===== src/design/ntm_fixed_pkg.sv =====
// Fixed-point number format shared by the NTM gate datapath
// Q8.8 operands, Q16.16 products and sums, term counts
// Breakpoints of the three-segment tanh approximation

package ntm_fixed_pkg;

  //////////////////////////////
  // Widths
  //////////////////////////////

  // Q8.8 operand width
  localparam int DATA_W = 16;
  // Q16.16 product and accumulator width
  localparam int ACC_W = 32;
  // Two accumulators plus bias need two guard bits
  localparam int SUM_W = ACC_W + 2;
  // Term and element counters
  localparam int SIZE_W = 8;

  // Fraction bits of the Q8.8 format
  localparam int FRAC_BITS = 8;

  //////////////////////////////
  // Types
  //////////////////////////////

  typedef logic signed [DATA_W-1:0] data_t;
  typedef logic signed [ACC_W-1:0]  acc_t;
  typedef logic signed [SUM_W-1:0]  sum_t;
  typedef logic        [SIZE_W-1:0] size_t;

  //////////////////////////////
  // Tanh breakpoints
  //////////////////////////////

  // 0.5 in Q16.16, end of the linear segment
  localparam acc_t TANH_KNEE_LO = 32'sh0000_8000;
  // 1.5 in Q16.16, start of saturation
  localparam acc_t TANH_KNEE_HI = 32'sh0001_8000;
  // 1.0 in Q8.8
  localparam data_t ONE_Q = 16'sh0100;

endpackage


===== src/design/ntm_gate_pkg.sv =====
// Gate combiner control definitions
// State encoding of the combiner FSM and vector size limits

package ntm_gate_pkg;

  //////////////////////////////
  // Combiner FSM
  //////////////////////////////

  // Idle until START, then loop collect/sum/activate per element
  typedef enum logic [1:0] {
    GATE_IDLE,
    GATE_COLLECT,
    GATE_SUM,
    GATE_ACTIVATE
  } gate_state_t;

  //////////////////////////////
  // Limits
  //////////////////////////////

  // Largest SIZE_L the element counter can express
  localparam int MAX_ELEMENTS = (1 << $bits(ntm_fixed_pkg::size_t)) - 1;

endpackage


===== src/design/ntm_dot_product.sv =====
// Streaming dot product engine
// Signed Q8.8 pairs multiplied to Q16.16 and accumulated over a runtime length

`timescale 1ns/100ps

module ntm_dot_product (
  input  logic                  CLK,
  input  logic                  RST,
  // Number of terms per result
  input  ntm_fixed_pkg::size_t  size,
  input  logic                  term_enable,
  input  ntm_fixed_pkg::data_t  op_a,
  input  ntm_fixed_pkg::data_t  op_b,
  output logic                  done,
  output ntm_fixed_pkg::acc_t   result
);

  import ntm_fixed_pkg::*;

  //////////////////////////////
  // Signals
  //////////////////////////////

  // Full-precision product of the current pair
  acc_t  product;
  // Running sum of the terms seen so far
  acc_t  acc;
  // Index of the current term
  size_t count;
  logic  last_term;

  //////////////////////////////
  // Multiply
  //////////////////////////////

  // Both operands signed, so they widen before the multiply
  assign product = op_a * op_b;

  // Last term of the element
  assign last_term = (count == size - 8'd1);

  //////////////////////////////
  // Accumulate
  //////////////////////////////

  always_ff @(posedge CLK or posedge RST) begin
    if (RST) begin
      acc   <= '0;
      count <= '0;
      done  <= 1'b0;
    end else begin
      // Single-cycle done pulse
      done <= 1'b0;
      if (term_enable) begin
        if (last_term) begin
          // Clear for the next element, terms may follow at once
          acc   <= '0;
          count <= '0;
          done  <= 1'b1;
        end else begin
          acc   <= acc + product;
          count <= count + 8'd1;
        end
      end
    end
  end

  // Final sum, held until the next done
  always_ff @(posedge CLK) begin
    if (term_enable && last_term) begin
      result <= acc + product;
    end
  end

endmodule


===== src/design/ntm_tanh_unit.sv =====
// Registered piecewise-linear tanh
// Three segments on the magnitude, sign restored, Q16.16 in and Q8.8 out

`timescale 1ns/100ps

module ntm_tanh_unit (
  input  logic                  CLK,
  input  logic                  RST,
  input  logic                  sum_valid,
  input  ntm_fixed_pkg::sum_t   sum_value,
  output logic                  act_valid,
  output ntm_fixed_pkg::data_t  act_value
);

  import ntm_fixed_pkg::*;

  logic neg;
  // Magnitude of the input
  sum_t mag;
  // Segment output before sign restore
  sum_t seg;
  sum_t act_q16;

  assign neg = sum_value[SUM_W-1];
  assign mag = neg ? -sum_value : sum_value;

  // Segment select on the magnitude
  always_comb begin
    if (mag < sum_t'(TANH_KNEE_LO)) begin
      // Linear region
      seg = mag;
    end else if (mag < sum_t'(TANH_KNEE_HI)) begin
      // Slope 1/2, offset 0.25
      seg = (mag >>> 1) + sum_t'(TANH_KNEE_LO >>> 1);
    end else begin
      // Saturated at 1.0
      seg = sum_t'(ONE_Q) <<< FRAC_BITS;
    end
  end

  // Odd function, so mirror for negative inputs
  assign act_q16 = neg ? -seg : seg;

  always_ff @(posedge CLK or posedge RST) begin
    if (RST) begin
      act_valid <= 1'b0;
    end else begin
      act_valid <= sum_valid;
    end
  end

  // Arithmetic shift rounds toward minus infinity
  always_ff @(posedge CLK) begin
    if (sum_valid) begin
      act_value <= data_t'(act_q16 >>> FRAC_BITS);
    end
  end

endmodule


===== src/design/ntm_gate_combiner.sv =====
// Gate combiner
// Collects W*x, U*h and bias per element, sums them and applies tanh
// Counts elements and flags the end of the vector

`timescale 1ns/100ps

module ntm_gate_combiner (
  input  logic                  CLK,
  input  logic                  RST,
  input  logic                  START,
  input  ntm_fixed_pkg::size_t  size_l,
  input  logic                  x_done,
  input  ntm_fixed_pkg::acc_t   x_result,
  input  logic                  h_done,
  input  ntm_fixed_pkg::acc_t   h_result,
  input  logic                  bias_enable,
  input  ntm_fixed_pkg::data_t  bias,
  output ntm_fixed_pkg::data_t  A_OUT,
  output logic                  A_OUT_ENABLE,
  output logic                  READY
);

  import ntm_fixed_pkg::*;
  import ntm_gate_pkg::*;

  //////////////////////////////
  // Signals
  //////////////////////////////

  gate_state_t state;

  // Held parts of the current element
  logic  x_held, h_held, b_held;
  acc_t  x_q, h_q;
  data_t b_q;
  // Every part either held or arriving now
  logic  all_parts;

  // Element bookkeeping
  size_t size_q;
  size_t elem_count;
  logic  last_elem;
  // Element in the sum/tanh stages is the final one
  logic  sum_last;

  // Tanh stage
  logic  sum_valid;
  sum_t  sum_value;
  logic  act_valid;
  data_t act_value;

  assign all_parts = (x_held | x_done) & (h_held | h_done) & (b_held | bias_enable);
  assign last_elem = (elem_count == size_q - 8'd1);

  //////////////////////////////
  // Control FSM
  //////////////////////////////

  always_ff @(posedge CLK or posedge RST) begin
    if (RST) begin
      state      <= GATE_IDLE;
      x_held     <= 1'b0;
      h_held     <= 1'b0;
      b_held     <= 1'b0;
      size_q     <= '0;
      elem_count <= '0;
      sum_last   <= 1'b0;
      sum_valid  <= 1'b0;
    end else begin
      sum_valid <= 1'b0;
      case (state)
        GATE_IDLE: begin
          if (START) begin
            size_q     <= size_l;
            elem_count <= '0;
            state      <= GATE_COLLECT;
          end
        end
        GATE_COLLECT: begin
          // Last part in, flags drop for the next element
          if (all_parts) begin
            x_held <= 1'b0;
            h_held <= 1'b0;
            b_held <= 1'b0;
            state  <= GATE_SUM;
          end else begin
            x_held <= x_held | x_done;
            h_held <= h_held | h_done;
            b_held <= b_held | bias_enable;
          end
        end
        GATE_SUM: begin
          sum_valid  <= 1'b1;
          sum_last   <= last_elem;
          elem_count <= elem_count + 8'd1;
          state      <= GATE_ACTIVATE;
        end
        default: begin
          // Tanh busy this cycle
          state <= sum_last ? GATE_IDLE : GATE_COLLECT;
        end
      endcase
    end
  end

  //////////////////////////////
  // Datapath
  //////////////////////////////

  // Part capture
  always_ff @(posedge CLK) begin
    if (state == GATE_COLLECT) begin
      if (x_done) begin
        x_q <= x_result;
      end
      if (h_done) begin
        h_q <= h_result;
      end
      if (bias_enable) begin
        b_q <= bias;
      end
    end
  end

  // Bias aligned to Q16.16 before the add
  always_ff @(posedge CLK) begin
    if (state == GATE_SUM) begin
      sum_value <= sum_t'(x_q) + sum_t'(h_q) + (sum_t'(b_q) <<< FRAC_BITS);
    end
  end

  ntm_tanh_unit tanh_unit (
    .CLK       (CLK),
    .RST       (RST),
    .sum_valid (sum_valid),
    .sum_value (sum_value),
    .act_valid (act_valid),
    .act_value (act_value)
  );

  // Output register, READY only with the last element
  always_ff @(posedge CLK or posedge RST) begin
    if (RST) begin
      A_OUT        <= '0;
      A_OUT_ENABLE <= 1'b0;
      READY        <= 1'b0;
    end else begin
      A_OUT_ENABLE <= act_valid;
      READY        <= act_valid & sum_last;
      if (act_valid) begin
        A_OUT <= act_value;
      end
    end
  end

endmodule


===== src/design/ntm_activation_gate_vector.sv =====
// Activation gate top level
// a(l) = tanh(W*x + U*h + b) with input and recurrent paths side by side

`timescale 1ns/100ps

module ntm_activation_gate_vector (
  // Global
  input  logic                  CLK,
  input  logic                  RST,

  // Control
  input  logic                  START,
  output logic                  READY,

  // Stream strobes
  input  logic                  X_IN_ENABLE,
  input  logic                  H_IN_ENABLE,
  input  logic                  B_IN_ENABLE,
  output logic                  A_OUT_ENABLE,

  // Sizes
  input  ntm_fixed_pkg::size_t  SIZE_X_IN,
  input  ntm_fixed_pkg::size_t  SIZE_L_IN,

  // Data
  input  ntm_fixed_pkg::data_t  W_IN,
  input  ntm_fixed_pkg::data_t  X_IN,
  input  ntm_fixed_pkg::data_t  U_IN,
  input  ntm_fixed_pkg::data_t  H_IN,
  input  ntm_fixed_pkg::data_t  B_IN,
  output ntm_fixed_pkg::data_t  A_OUT
);

  import ntm_fixed_pkg::*;

  //////////////////////////////
  // Signals
  //////////////////////////////

  // Input path W*x
  logic x_done;
  acc_t x_result;

  // Recurrent path U*h
  logic h_done;
  acc_t h_result;

  //////////////////////////////
  // Dot products
  //////////////////////////////

  // SIZE_X_IN terms per element
  ntm_dot_product dot_x (
    .CLK         (CLK),
    .RST         (RST),
    .size        (SIZE_X_IN),
    .term_enable (X_IN_ENABLE),
    .op_a        (W_IN),
    .op_b        (X_IN),
    .done        (x_done),
    .result      (x_result)
  );

  // Square U, so SIZE_L_IN terms per element
  ntm_dot_product dot_h (
    .CLK         (CLK),
    .RST         (RST),
    .size        (SIZE_L_IN),
    .term_enable (H_IN_ENABLE),
    .op_a        (U_IN),
    .op_b        (H_IN),
    .done        (h_done),
    .result      (h_result)
  );

  //////////////////////////////
  // Combine and activate
  //////////////////////////////

  ntm_gate_combiner combiner (
    .CLK          (CLK),
    .RST          (RST),
    .START        (START),
    .size_l       (SIZE_L_IN),
    .x_done       (x_done),
    .x_result     (x_result),
    .h_done       (h_done),
    .h_result     (h_result),
    .bias_enable  (B_IN_ENABLE),
    .bias         (B_IN),
    .A_OUT        (A_OUT),
    .A_OUT_ENABLE (A_OUT_ENABLE),
    .READY        (READY)
  );

endmodule


===== config.mk =====
export PLATFORM = sky130hd
export DESIGN_NAME = ntm_activation_gate_vector
export DESIGN_NICKNAME = d
export VERILOG_FILES = /design/src/design/ntm_fixed_pkg.sv /design/src/design/ntm_gate_pkg.sv /design/src/design/ntm_dot_product.sv /design/src/design/ntm_tanh_unit.sv /design/src/design/ntm_gate_combiner.sv /design/src/design/ntm_activation_gate_vector.sv
export SDC_FILE = /design/constraint.sdc
export NUM_CORES = 2
export LEC_CHECK = 0
export ABC_AREA = 1
export ABC_CLOCK_PERIOD_IN_PS = 5200
export BUFFER_PORTS_ARGS = -buffer_cell sky130_fd_sc_hd__buf_2
export CELL_PAD_IN_SITES_DETAIL_PLACEMENT = 1
export CELL_PAD_IN_SITES_GLOBAL_PLACEMENT = 1
export CORE_MARGIN = 5
export CORE_UTILIZATION = 50
export DETAILED_ROUTE_END_ITERATION = 10
export GPL_ROUTABILITY_DRIVEN = 1
export PLACE_DENSITY = 0.87
export SYNTH_ARGS = -nofsm -noshare
export SYNTH_HDL_FRONTEND = slang
export SYNTH_HIERARCHICAL = 1
export SYNTH_SLANG_ARGS = --single-unit

===== constraint.sdc =====
create_clock -name CLK -period 5.2 [get_ports CLK]
set_clock_uncertainty 0.1 [all_clocks]
set_input_delay 0.52 -clock CLK [delete_from_list [all_inputs] [get_ports CLK]]
set_output_delay 0.52 -clock CLK [all_outputs]
set_load 0.05 [all_outputs]

==> results.md, run 1 <==
* Synth top area share at between 30% and 40%
* Total congestion overflow at 42
* Initial antenna violation count at 20
* H-tree depth at 2
* Post-Syn Nets at just under 6,000
* Mapped Avg Cell Area at between 8 and 9 µm²
* Die Span X at between 200 and 300 µm
* Initial core utilization at 50.4%
* Largest net degree at the start of global routing at 42
* Synth unique cells at 53
* GRT Overall Usage at 73.0%
* Clock sink count at around 320
* Post-DP HPWL at about 120,000 µm
* Stop stage: 5_1_grt
* Top-Level Pins at 120
* Seq/Total Area, Yosys at 22.4%
* Post-Synthesis Cells at 4,859
* # port buffers at around 120
* Leading area contributor after synthesis: fa_1
* Clk buf depth at 3
* FFs w/ async S/R, synth at 39.0%
* Stop Error: [ERROR GRT-0232] Routing congestion too high. Check the congestion heatmap in the GUI.
* Rows at 103
* Synth area leaders: fa_1 31%, edfxtp_1 15%, nand2_1 13%, inv_1 12%, dfrtp_1 7.8%
* Post-Syn Area at 0.0398 mm²
* Final GP Congestion at between 0.9 and 1
* Dpl cells at slightly above 6,000
* Clock Tree Root: clkbuf_16
* Yosys reg bits at 318
* Worst Endpoint after GRT Repair: dot_h/acc[28]$_DFFE_PP0P_/D
* Worst EP kind: register data pin
* Num CTS Buffers at 37
* Synth Flop Type: edfxtp_1
* Die H at between 200 and 300 µm
* Synth warn at 6
* Status: stopped before the end
* Post-synth EDFFs at roughly 190
## Yosys cell counts (12+ instances only)
cell type  instances
nor2_2            20
nand2_1         1397
nor2_1           244
nand3_1          165
inv_1           1267
nor3_1            28
edfxtp_1         194
fa_1             609
nand2_2           21
xnor2_1           31
dfrtp_1          124
mux2_2            16
or2_2             12
o21ai_0           68
clkbuf_1         118
nand4_1           31
ha_1             248
a21oi_1           89
xor2_1            73
## cell families after synthesis
kind of cell             count (synthesis)  synth area share [%]
AND/OR/NAND/NOR                       1954                  20.0
XOR/XNOR                               105                  2.33
buffers and inverters                 1414                  13.6
multiplexers                            16                 0.453
flip-flops                             318                  22.4
AO/OA/AOI/OAI                          195                  2.72
adder cells (fa/ha/maj)                857                  38.4
## per-layer routing
layer,GRT usage (%),overflow
met4,72.6,19
met5,44.7,1
met2,88.3,6
met3,61.3,16
met1,69.9,0
## per-stage QoR
stage	worst slack [ns]	hold slack [ns]	utilization [%]	area [µm²]
2_1_floorplan	-0.467	0.149	-	41600
3_3_place_gp	-0.838	0.301	56.8	44800
3_5_place_dp	-1.18	0.306	56.8	44800
4_1_cts	-0.392	0.00252	61.7	48700
## timing repair
action	4_1_cts
buffers inserted	68
hold buffers	4
pin swaps	258
setup endpoints to repair	88
cloned	1
endpoints found under the hold margin	15
resized for setup	580
==> run 2: changes to the inputs <==
--- a/config.mk
+++ b/config.mk
@@ -8,13 +8,11 @@
 export ABC_AREA = 1
 export ABC_CLOCK_PERIOD_IN_PS = 5200
 export BUFFER_PORTS_ARGS = -buffer_cell sky130_fd_sc_hd__buf_2
-export CELL_PAD_IN_SITES_DETAIL_PLACEMENT = 1
-export CELL_PAD_IN_SITES_GLOBAL_PLACEMENT = 1
 export CORE_MARGIN = 5
-export CORE_UTILIZATION = 50
+export CORE_UTILIZATION = 40
 export DETAILED_ROUTE_END_ITERATION = 10
 export GPL_ROUTABILITY_DRIVEN = 1
-export PLACE_DENSITY = 0.87
+export PLACE_DENSITY_LB_ADDON = 0.15
 export SYNTH_ARGS = -nofsm -noshare
 export SYNTH_HDL_FRONTEND = slang
 export SYNTH_HIERARCHICAL = 1
==> results.md, run 2 <==
* Most common cell after layout, fill and taps aside: nand2_1
* CP required at 5.38 ns
* Synthesis-to-finish area growth at 24.4%
* Total Nets Final at 6,281
* Synth area leaders: fa_1 31%, edfxtp_1 15%, nand2_1 13%, inv_1 12%, dfrtp_1 7.8%
* Synth Flop Type: edfxtp_1
* Setup Viol. Count Final at 38
* CTS tree: built
* Num CTS Buffers at 37
* DRC violations left at 0
* CP Class: in -> reg
* Rows at about 120
* Reg-to-Reg Start: dot_x/acc[15]$_DFFE_PP0P_
* Mapped Avg Cell Area at a little over 8 µm²
* Largest net degree at the start of global routing at 51
* Final ANT Viol Nets at 0
* Post-DR wirelength/cell at 15.2 µm
* Post-Syn Nets at 5,818
* FFs w/ async S/R, synth at 39.0%
* R2r setup slk at 0.44 ns
* Post-synth EDFFs at just under 200
* Clk_lat worst skew at roughly 0.56 ns
* Worst EP arrival at roughly 5.7 ns
* Top-Level Pins at 120
* Worst Hold Class: in -> reg
* Die area at ~0.11 mm²
* Number of global-route vias before repair at slightly above 30,000
* Total congestion overflow at 0
* Clk buf depth at 3
* Max Clock Freq at roughly 0.18 GHz
* Pins Over Slew Limit at 0
* Clock Tree Root: clkbuf_16
* Via count at 30,800
* Post-synth top cells: 1,397 x nand2_1, 1,267 x inv_1, 609 x fa_1
* Final period util at 105%
* Worst Hold Path EP: combiner/b_q[10]$_DFFE_PP_
* Die H at around 330 µm
* Commonest non-fill, non-tap cells in the layout: 1,278 x nand2_1, 1,170 x inv_1, 566 x fa_1, 378 x buf_4, 200 x ha_1
* Top-count cell post-synth: nand2_1
* Vias/cell at about 4.6
* Leading area contributor after synthesis: fa_1
* Final GP Congestion at about 0.90
* Busiest layer in global routing: met2
* Core area at about 0.099 mm²
* M2 GR Usage at 29.9%
* Placement Setup Slack at -0.977 ns
* Initial core utilization at roughly two fifths
* Failing checks: negative setup slack
* Final wirelength at between 100,000 and 150,000 µm
* Worst setup margin at -0.277 ns
* Final min period at ~5.5 ns
* Yosys reg bits at about 320
* CP max FO at 8
* Synth top area share at 30.6%
* Die Span X at 325 µm
* Synth warn at 6
* Post-Synthesis Cells at between 4,000 and 5,000
* Top reg by flops: combiner/sum_value
* GR met3 Demand/Resource at 2.25%
* GRT Overall Usage at 19.3%
* Total of max-cap violations at 0
* Met1 GRT Util at 29.8%
* Final Hold Vio Count at 0
* Worst flop-to-flop path endpoint: dot_x/acc[21]$_DFFE_PP0P_
* Crit. End Element: flop
* Post-Syn Area at slightly below 0.04 mm²
* # port buffers at 119
* Initial antenna violation count at 4
* Worst slew pin tran at 0.925 ns
* RSZ-0062 raised after global routing: true
* Clock sink count at ~320
* Synth unique cells at between 50 and 60
* H-tree depth at 2
* WHS Path Cells at 1
* CP startpoint kind: input pin
* TritonRoute pass-1 iters at 7
* Status: complete, but fails checks
* Slew Limit Headroom at a little under two fifths
* Clock slew at reported path FFs at ~0.06 ns
* Hold_sp: B_IN[10]
* DRT iter0 DRCs at 1,674
* Post-DP HPWL at about 86,000 µm
* Seq/Total Area, Yosys at roughly 22%
* Max reg flops at 34
* Share of layout cells above drive strength 1 at a little under a quarter
* First-pass GRT wire length at 165,000 µm
* Reg2reg path depth at 19
## run 2: cell counts after synthesis
No cell type changed its count.
## run 2: how the worst max path moves through the flow
stage	start	end	slack, ns	cells past startpoint
final	U_IN[15]	dot_h/result[25]$_DFFE_PP_	-0.28	23
after global routing	H_IN[1]	dot_h/result[25]$_DFFE_PP_	-0.40	23
after CTS	U_IN[15]	dot_h/result[27]$_DFFE_PP_	-0.18	20
after detailed placement	U_IN[15]	dot_h/acc[27]$_DFFE_PP0P_	-0.98	21
after global placement	U_IN[15]	dot_h/acc[27]$_DFFE_PP0P_	-0.98	23
after floorplan	H_IN[1]	dot_h/result[31]$_DFFE_PP_	-0.47	22
## run 2: metrics by stage
stage / utilization, % / hold WS (ns) / cells / TNS, ns / instance area (µm²)
6_report: 50.2 / 0.0583 / 6640 / -4.36 / 49500
5_1_grt: 50.2 / 0.0276 / 6639 / -10.91 / 49500
3_5_place_dp: 46.2 / 0.305 / 6508 / -61.83 / 45500
4_1_cts: 48.7 / 0.0192 / 6604 / -1.91 / 48000
2_1_floorplan: - / 0.149 / 4859 / -11.00 / 41600
3_3_place_gp: 46.2 / 0.301 / 6508 / -59.73 / 45500
## run 2: repair_timing
action	4_1_cts	5_1_grt
buffers inserted	31	35
cloned	0	1
hold buffers	1	0
setup endpoints to repair	67	86
hold endpoints to repair	20	0
pin swaps	135	230
gates resized for setup	242	365
## run 2: cell type report
type                    instances  area (µm²)
fillers                      9381       49100
clock buffers                  49        1070
diodes                          2        5.00
inverters                    1276        4830
multi-input cells            3127       28100
repair buffers                562        4750
well taps                    1287        1610
clock inverters                19         219
flip-flops and latches        318        8930
## run 2: routing by layer
layer	vias to the layer above	routed length, µm
li1	15200	-
met1	15000	49900
met2	538	45500
met3	61	4550
met4	4	1110
met5	-	27
## run 2: logic make-up after synthesis
group           share of synthesized area (%)
simple gates                             20.0
buf+inv                                  13.6
fa+ha+maj                                38.4
flops                                    22.4
compound gates                           2.72
xor+xnor                                 2.33
mux                                     0.453
## run 2: worst max-delay path, stage by stage
cell	delay (ns)
buf_12	0.13
nand2_8	0.06
inv_4	0.03
fa_1	0.57
inv_2	0.08
fa_2	0.63
clkinvlp_4	0.15
buf_6	0.14
fa_2	0.54
fa_1	0.45
fa_1	0.53
inv_2	0.04
fa_1	0.51
inv_2	0.05
ha_4	0.28
buf_6	0.11
nand2_8	0.07
nor2_4	0.12
inv_2	0.06
nor3_4	0.21
nand3_2	0.14
nand4_1	0.14
nand2_2	0.09
Power of run 2 is left out: the tool's default activity adds up to more than one toggle a clock period on the data nets, which glitch-free logic cannot reach.
